[src/design/icache_pkg.sv]
package icache_pkg;

    ////////////////////////////////////////
    // widths
    ////////////////////////////////////////

    localparam int ADDR_W      = 32;
    localparam int WORD_W      = 32;
    localparam int BLOCK_WORDS = 8;
    localparam int OFFSET_W    = 5;   // byte offset inside one block
    localparam int WAY_NUM     = 2;

    ////////////////////////////////////////
    // cache enums
    ////////////////////////////////////////

    // the ways decode only the write states, the rest is for the controller
    typedef enum logic [2:0] {
        ICACHE_IDLE,
        ICACHE_LOOKUP,
        ICACHE_HIT_CHECK,
        ICACHE_LOAD,
        ICACHE_WRITE,
        ICACHE_WRITE_TAG,
        ICACHE_INDEX_WRITE_V,
        ICACHE_HIT_WRITE_V
    } icache_state_t;

    typedef enum logic [1:0] {
        CACOP_STORE_TAG,
        CACOP_INDEX_INV,
        CACOP_HIT_INV
    } cacop_t;

    typedef struct packed {
        logic [ADDR_W-1:0] addr;
    } fetch_req_t;

    typedef struct packed {
        cacop_t            code;
        logic [ADDR_W-1:0] addr;   // bit 0 picks the way for the index operations
    } cacop_req_t;

    typedef struct packed {
        logic [BLOCK_WORDS*WORD_W-1:0] data;   // word 0 sits in the low bits
    } refill_t;

endpackage

[src/design/icache_ctrl.sv]
module icache_ctrl #(
    parameter int INDEX_W = 7
) (
    input  logic                          clk,
    input  logic                          rst,
    input  logic                          fetch,
    input  icache_pkg::fetch_req_t        fetch_req,
    input  logic                          cacop,
    input  icache_pkg::cacop_req_t        cacop_req,
    input  logic                          mem_valid,
    input  logic                          hit,
    input  logic                          lru_way,
    output logic                          busy,
    output logic                          ins_valid,
    output logic                          mem_req,
    output logic [icache_pkg::ADDR_W-1:0] mem_addr,
    output icache_pkg::icache_state_t     state,
    output logic [icache_pkg::ADDR_W-1:0] rd_addr,
    output logic [icache_pkg::ADDR_W-1:0] cmp_addr,
    output logic                          select_way,
    output logic                          lru_wen
);

    localparam int TAG_W = icache_pkg::ADDR_W - INDEX_W - icache_pkg::OFFSET_W;

    logic               is_fetch;
    icache_pkg::cacop_t code_q;
    logic               fetch_hit;
    logic [TAG_W-1:0]   req_tag;
    logic [INDEX_W-1:0] req_index;

    assign req_tag   = rd_addr[icache_pkg::ADDR_W-1 -: TAG_W];
    assign req_index = rd_addr[icache_pkg::OFFSET_W +: INDEX_W];

    assign fetch_hit = (state == icache_pkg::ICACHE_HIT_CHECK) && is_fetch && hit;
    assign ins_valid = fetch_hit;
    assign lru_wen   = fetch_hit;
    assign busy      = (state != icache_pkg::ICACHE_IDLE);

    ////////////////////////////////////////
    // state machine
    ////////////////////////////////////////

    always_ff @(posedge clk) begin
        if (rst) begin
            state      <= icache_pkg::ICACHE_IDLE;
            is_fetch   <= 1'b0;
            code_q     <= icache_pkg::CACOP_STORE_TAG;
            select_way <= 1'b0;
            mem_req    <= 1'b0;
        end else begin
            mem_req <= 1'b0;
            unique case (state)
                icache_pkg::ICACHE_IDLE: begin
                    if (fetch) begin
                        is_fetch <= 1'b1;
                        state    <= icache_pkg::ICACHE_LOOKUP;
                    end else if (cacop) begin
                        is_fetch <= 1'b0;
                        code_q   <= cacop_req.code;
                        state    <= icache_pkg::ICACHE_LOOKUP;
                    end
                end
                icache_pkg::ICACHE_LOOKUP: begin
                    if (is_fetch || code_q == icache_pkg::CACOP_HIT_INV) begin
                        state <= icache_pkg::ICACHE_HIT_CHECK;
                    end else if (code_q == icache_pkg::CACOP_STORE_TAG) begin
                        state <= icache_pkg::ICACHE_WRITE_TAG;
                    end else begin
                        state <= icache_pkg::ICACHE_INDEX_WRITE_V;
                    end
                end
                icache_pkg::ICACHE_HIT_CHECK: begin
                    if (!is_fetch) begin
                        state <= icache_pkg::ICACHE_HIT_WRITE_V;   // clears nothing on a miss
                    end else if (hit) begin
                        state <= icache_pkg::ICACHE_IDLE;
                    end else begin
                        state      <= icache_pkg::ICACHE_LOAD;
                        select_way <= ~lru_way;   // victim is the way not used last
                        mem_req    <= 1'b1;
                    end
                end
                icache_pkg::ICACHE_LOAD: begin
                    if (mem_valid) begin
                        state <= icache_pkg::ICACHE_WRITE;
                    end
                end
                icache_pkg::ICACHE_WRITE:         state <= icache_pkg::ICACHE_LOOKUP;
                icache_pkg::ICACHE_WRITE_TAG:     state <= icache_pkg::ICACHE_IDLE;
                icache_pkg::ICACHE_INDEX_WRITE_V: state <= icache_pkg::ICACHE_IDLE;
                icache_pkg::ICACHE_HIT_WRITE_V:   state <= icache_pkg::ICACHE_IDLE;
                default:                          state <= icache_pkg::ICACHE_IDLE;
            endcase
        end
    end

    ////////////////////////////////////////
    // address registers
    ////////////////////////////////////////

    always_ff @(posedge clk) begin
        if (state == icache_pkg::ICACHE_IDLE) begin
            if (fetch) begin
                rd_addr <= fetch_req.addr;
            end else if (cacop) begin
                rd_addr <= cacop_req.addr;
            end
        end
        cmp_addr <= rd_addr;   // one cycle behind, lines up with the read data
    end

    always_ff @(posedge clk) begin
        if (state == icache_pkg::ICACHE_HIT_CHECK && is_fetch && !hit) begin
            mem_addr <= {req_tag, req_index, {icache_pkg::OFFSET_W{1'b0}}};
        end
    end

endmodule

[config.mk]
export PLATFORM = sky130hd
export DESIGN_NAME = icache_ctrl
export DESIGN_NICKNAME = d
export VERILOG_FILES = /design/src/design/icache_pkg.sv /design/src/design/icache_ctrl.sv
export SDC_FILE = /design/constraint.sdc
export NUM_CORES = 1
export LEC_CHECK = 0
export BUFFER_PORTS_ARGS = -buffer_cell sky130_fd_sc_hd__buf_2
export CAP_MARGIN = 20
export CELL_PAD_IN_SITES_DETAIL_PLACEMENT = 0
export CELL_PAD_IN_SITES_GLOBAL_PLACEMENT = 1
export CORE_ASPECT_RATIO = 0.9
export CORE_MARGIN = 4
export CORE_UTILIZATION = 34
export CTS_CLUSTER_SIZE = 25
export DETAILED_ROUTE_END_ITERATION = 8
export GPL_TIMING_DRIVEN = 0
export PLACE_DENSITY_LB_ADDON = 0.25
export SYNTH_ARGS = -nofsm -noshare
export SYNTH_HDL_FRONTEND = slang
export SYNTH_SLANG_ARGS = --single-unit
[constraint.sdc]
create_clock -name clk -period 3.6 [get_ports clk]
set_input_delay 0.36 -clock clk [delete_from_list [all_inputs] [get_ports clk]]
set_output_delay 0.36 -clock clk [all_outputs]
set_load 0.02 [all_outputs]
Yosys cells after proc, flatten, opt, wreduce, memory -nomap -nowiden --
Cells that the tools add are included.
Storage, ports and cells: flip-flop bits (word level) 99, word-level logic and storage cells 51, output and inout bits 104, input bits 73
Operators by class: multiplexer cells 13, reductions and logical operators 15, equal/unequal tests 10, bitwise operators 5
Operator list (number):
- two-way mux 32 bit | 2
- case mux 3 bit (6 select lines) | 1
- two-way mux 3 bit | 5
- == test 3 bit, second input constant | 4
- == test 3 x 2 -> 1 bit, second input constant | 2
- AND reduction 3 bit | 2
- OR reduction 3 bit | 2
- inverter 1 bit | 5
- two-way mux 2 bit | 2
- AND reduction 2 bit | 2
- == test 3 x 1 -> 1 bit, second input constant | 1
- logical AND 1 bit | 3
- zero test 3 bit | 1
- two-way mux 1 bit | 3
- != test 3 bit, second input constant | 1
- nonzero test 3 bit | 1
- == test 2 bit, second input constant | 1
- zero test 2 bit | 1
- != test 2 bit, second input constant | 1
- nonzero test 2 bit | 1
- zero test 1 bit | 1
- logical OR 1 bit | 1

Logic depth before layout (Yosys ltp) --
word-level depth 4, mapped depth 4, depth with buffers taken out 3

Worst setup path before layout --
No wires, ideal clock.
path type register to register, from register state[0], to register rd_addr[0] (netlist bit), enable pin, cell stages (with the launch flop) 5, path buffers 1, setup slack 0.779 ns, clock period less this slack 2.821 ns, setup time 0.421 ns, arrival time 2.399 ns, data required time 3.179 ns, path through dfxtp_1 buf_2 nor3_1 inv_1 nor2_1
Between the ends: word-level cells in the longest chain between the ends 2
Ends and longest elaborated chain:
- from (decl) | line icache_ctrl.sv:17 | output icache_pkg::icache_state_t state,
- from (signal assigned) | line icache_ctrl.sv:46 | state <= icache_pkg::ICACHE_IDLE;
- from (signal assigned) | line icache_ctrl.sv:57 | state <= icache_pkg::ICACHE_LOOKUP;
- from (signal assigned) | line icache_ctrl.sv:61 | state <= icache_pkg::ICACHE_LOOKUP;
- zero test 3 bit | line icache_ctrl.sv:103 | if (state == icache_pkg::ICACHE_IDLE) begin
- AND reduction 2 bit (no source line)
- to (signal assigned) | line icache_ctrl.sv:105 | rd_addr <= fetch_req.addr;
- to (signal assigned) | line icache_ctrl.sv:107 | rd_addr <= cacop_req.addr;
- to (decl) | line icache_ctrl.sv:18 | output logic [icache_pkg::ADDR_W-1:0] rd_addr,
Every way passes these cells. A chain may end at the register's enable or synchronous reset.

Worst setup path in the final report --
from register state[1], to output port lru_wen
Between the ends: word-level cells in the longest chain between the ends 3
Ends and longest elaborated chain:
- == test 3 x 2 -> 1 bit | line icache_ctrl.sv:35 | assign fetch_hit = (state == icache_pkg::ICACHE_HIT_CHECK) && is_fetch && hit;
- logical AND 1 bit (2 in series) | line icache_ctrl.sv:35
- to (decl) | line icache_ctrl.sv:21 | output logic lru_wen
Every way passes these cells.

==> summary.md <==
| Metric | Value |
|---|---|
| Final setup violation count | `0` |
| Area grow syn2layout | `39.2%` |
| Routing usage on met2 | `20.4%` |
| Antenna diode count | `0` |
| Most frequent cells after synthesis | `59 x edfxtp_1, 40 x dfxtp_1, 32 x mux2_2` |
| Core Footprint | `9250 µm²` |
| Sw frac | `29.0%` |
| H-Tree Depth | `3` |
| P_sw | `787 µW` |
| Yosys reg bits | `99` |
| Die area | `11,300 µm²` |
| Pint | `1930 µW` |
| Worst path slowest cell | `dfxtp_1` |
| Max-Cap Viols | `0` |
| Critical path endpoint category | `output port` |
| P per Cell Area | `596 nW/µm²` |
| Fin crit share | `58.3%` |
| Die height | `101 µm` |
| # clock sinks | `99` |
| Final Skew | `0.0102 ns` |
| Mapped cell area | `3280 µm²` |
| Count leader, synth | `edfxtp_1` |
| Post-Route WL | `7.23 mm` |
| Met1 usage | `14.5%` |
| Post_cts resized | `0` |
| Arrival time worst endpoint | `1.74 ns` |
| Worst flop-to-flop path startpoint | `state[1]$_SDFFE_PP0P_` |
| Critical Path RT | `3.24 ns` |
| Worst-skew pair later-pin latency | `0.35 ns` |
| Slew margin rel. | `50.2%` |
| Postcts setup bufs | `0` |
| Vias/cell | `4.22` |
| Critical path type | `reg2out` |
| Synth top area share | `54.1%` |
| Clock power share | `26.0%` |
| GRT Resource Usage Total | `12.6%` |
| Critical Path Max Stage Delay | `0.49 ns` |
| HP Class | `in2reg` |
| Root Driver | `clkbuf_8` |
| Mapped Cells | `184` |
| I/O pin total | `177` |
| Layout Nets | `444` |
| Port Buffers | `170` |
| Largest net degree at the start of global routing | `19` |
| GPL Wtd Cong | `0.744` |
| CTS tree | `yes` |
| Top cells by area, synth | `edfxtp_1 54%, dfxtp_1 24%, mux2_2 11%` |
| Met3 GRT Util | `7.50%` |
| Initial core utilization | `35.4%` |
| Setup WS pre-CTS | `1.51 ns` |
| Synth warn | `0` |
| GR Overflow Total | `0` |
| HPWL after DPL | `5.46 mm` |
| Drc violations | `0` |
| Cell Chain, Critical Path | `or3b_4 > nor2_1 > buf_4 > buf_2` |
| Vias in the first global route | `2,108` |
| Clock buffer depth | `2` |
| Startpoint Class | `register` |
| First-pass GRT wire length | `10.8 mm` |
| Hold Vio Cnt, Final | `0` |
| Minimum clock period | `2.10 ns` |
| Logic pwr share | `20.5%` |
| Clock-pin slew on the worst setup and hold paths | `0.08 ns` |
| Worst Path Buf+Inv | `2` |
| Status | `complete, no violations` |
| HP Start | `hit` |
| Critical Path Fanout Max | `9` |
| DR iter-0 viols | `67` |
| Average routed wire per standard cell | `14.5 µm` |
| Post-route antenna net violation count | `0` |
| P_leak | `0.00198 µW` |
| Die Width | `111 µm` |
| Register area share after synthesis | `78.5%` |
| Most common flop cell mapped by yosys | `edfxtp_1` |
| Core Rows | `33` |
| Mean post-synth cell area | `17.8 µm²` |
| GRT busiest layer | `met2` |
| Sequential fraction of design power | `53.5%` |
| Layout cells sized above 1 | `62.5%` |
| Initial antenna violation count | `0` |
| Yosys top cell by area | `edfxtp_1` |
| Synth cell types | `30` |
| Synth async-reset ratio | `0%` |
| # hold bufs at CTS | `0` |
| Final max-slew violation count | `0` |
| Final WS setup | `1.50 ns` |
| Post-synth EDFFs | `59` |
| Max frequency | `477 MHz` |
| RSZ-0062 raised after global routing | `false` |
| TritonRoute pass-1 iters | `3` |
| Worst VDD drop | `0.326 mV` |
| CP startpoint | `state[1]$_SDFFE_PP0P_` |
| Crit path max-delay family | `simple AND/OR/NAND/NOR gates` |
| Tightest Pin Transition | `0.744 ns` |
| TritonCTS buffer count | `9` |
| Via count | `2,103` |
| Worst hold slack | `0.256 ns` |
| Power Total | `2720 µW` |
==> cells by family (layout without fill, tap and decap cells) <==
group,after synthesis,after routing,synth area share (%)
other cells,1,5,0.114
flops,99,99,78.5
compound gates,7,7,1.45
mux,35,35,12.0
buf+inv,15,203,2.60
simple gates,27,27,5.35
==> metal layers <==
layer  vias to the layer above  wire length (µm)
li1                       1033                 -
met1                       952              2860
met2                       116              3460
met3                         2               878
met4                         0                33
met5                         -                 0
==> worst reg2reg max path, cell delays in order, from the launching register on <==
cell,delay [ns]
dfxtp_1,0.49
or3b_4,0.45
nor3_4,0.59
buf_16,0.24
==> stage by stage <==
stage	utilization [%]	instances	area [µm²]	TNS, ns
final	49.3	498	4560	0
after detailed placement	47.1	482	4360	0
after global placement	46.4	480	4290	-0.926
after global routing	49.3	498	4560	0
after floorplan	-	188	3290	0
after CTS	49.3	498	4560	0
==> power by group through the flow <==
stage	combinational [µW]	clock [µW]	sequential, µW
floorplan	133	0	1660
global placement	539	0	1480
detailed placement	566	0	1480
CTS	567	739	1450
global route	595	789	1470
finish	556	707	1450
==> state kept, by name, summed over array words and instances (netlist names) <==
name and cells:
cmp_addr 32, mem_addr 27, rd_addr 32, code_q 2, state 3, select_way 1, mem_req 1, is_fetch 1
==> final timing paths <==
| kind | end | slack [ns] | cells after the start |
|---|---|---|---|
| max | lru_wen | 1.50 | 4 |
| min | mem_req$_SDFF_PP0_ | 0.26 | 2 |
| max reg2reg | mem_addr[17]$_DFFE_PP_ | 1.55 | 3 |
| min reg2reg | cmp_addr[2]$_DFF_P_ | 0.37 | 0 |
==> cells in the final DEF (no fill, tap or decap), types with 2 or more instances in the layout <==
master,n
buf_4,6
buf_16,2
mux2i_1,2
nand2b_1,6
edfxtp_1,59
inv_1,3
conb_1,5
dfxtp_1,40
nor2_1,6
clkbuf_1,2
a21oi_1,2
nor2_4,2
buf_2,175
mux2_2,32
clkbuf_8,10
nand2_1,2
nand3_1,2
==> cell type report <==
type | instances | area (µm²)
plain buffers | 12 | 73.8
clock buffers | 11 | 141
clock inverters | 5 | 60.1
fillers | 873 | 4690
inverters | 3 | 11.3
multi-input cells | 74 | 641
flip-flops and latches | 99 | 2570
well taps | 122 | 153
repair buffers | 172 | 906
(Power assumes the default switching activity.)
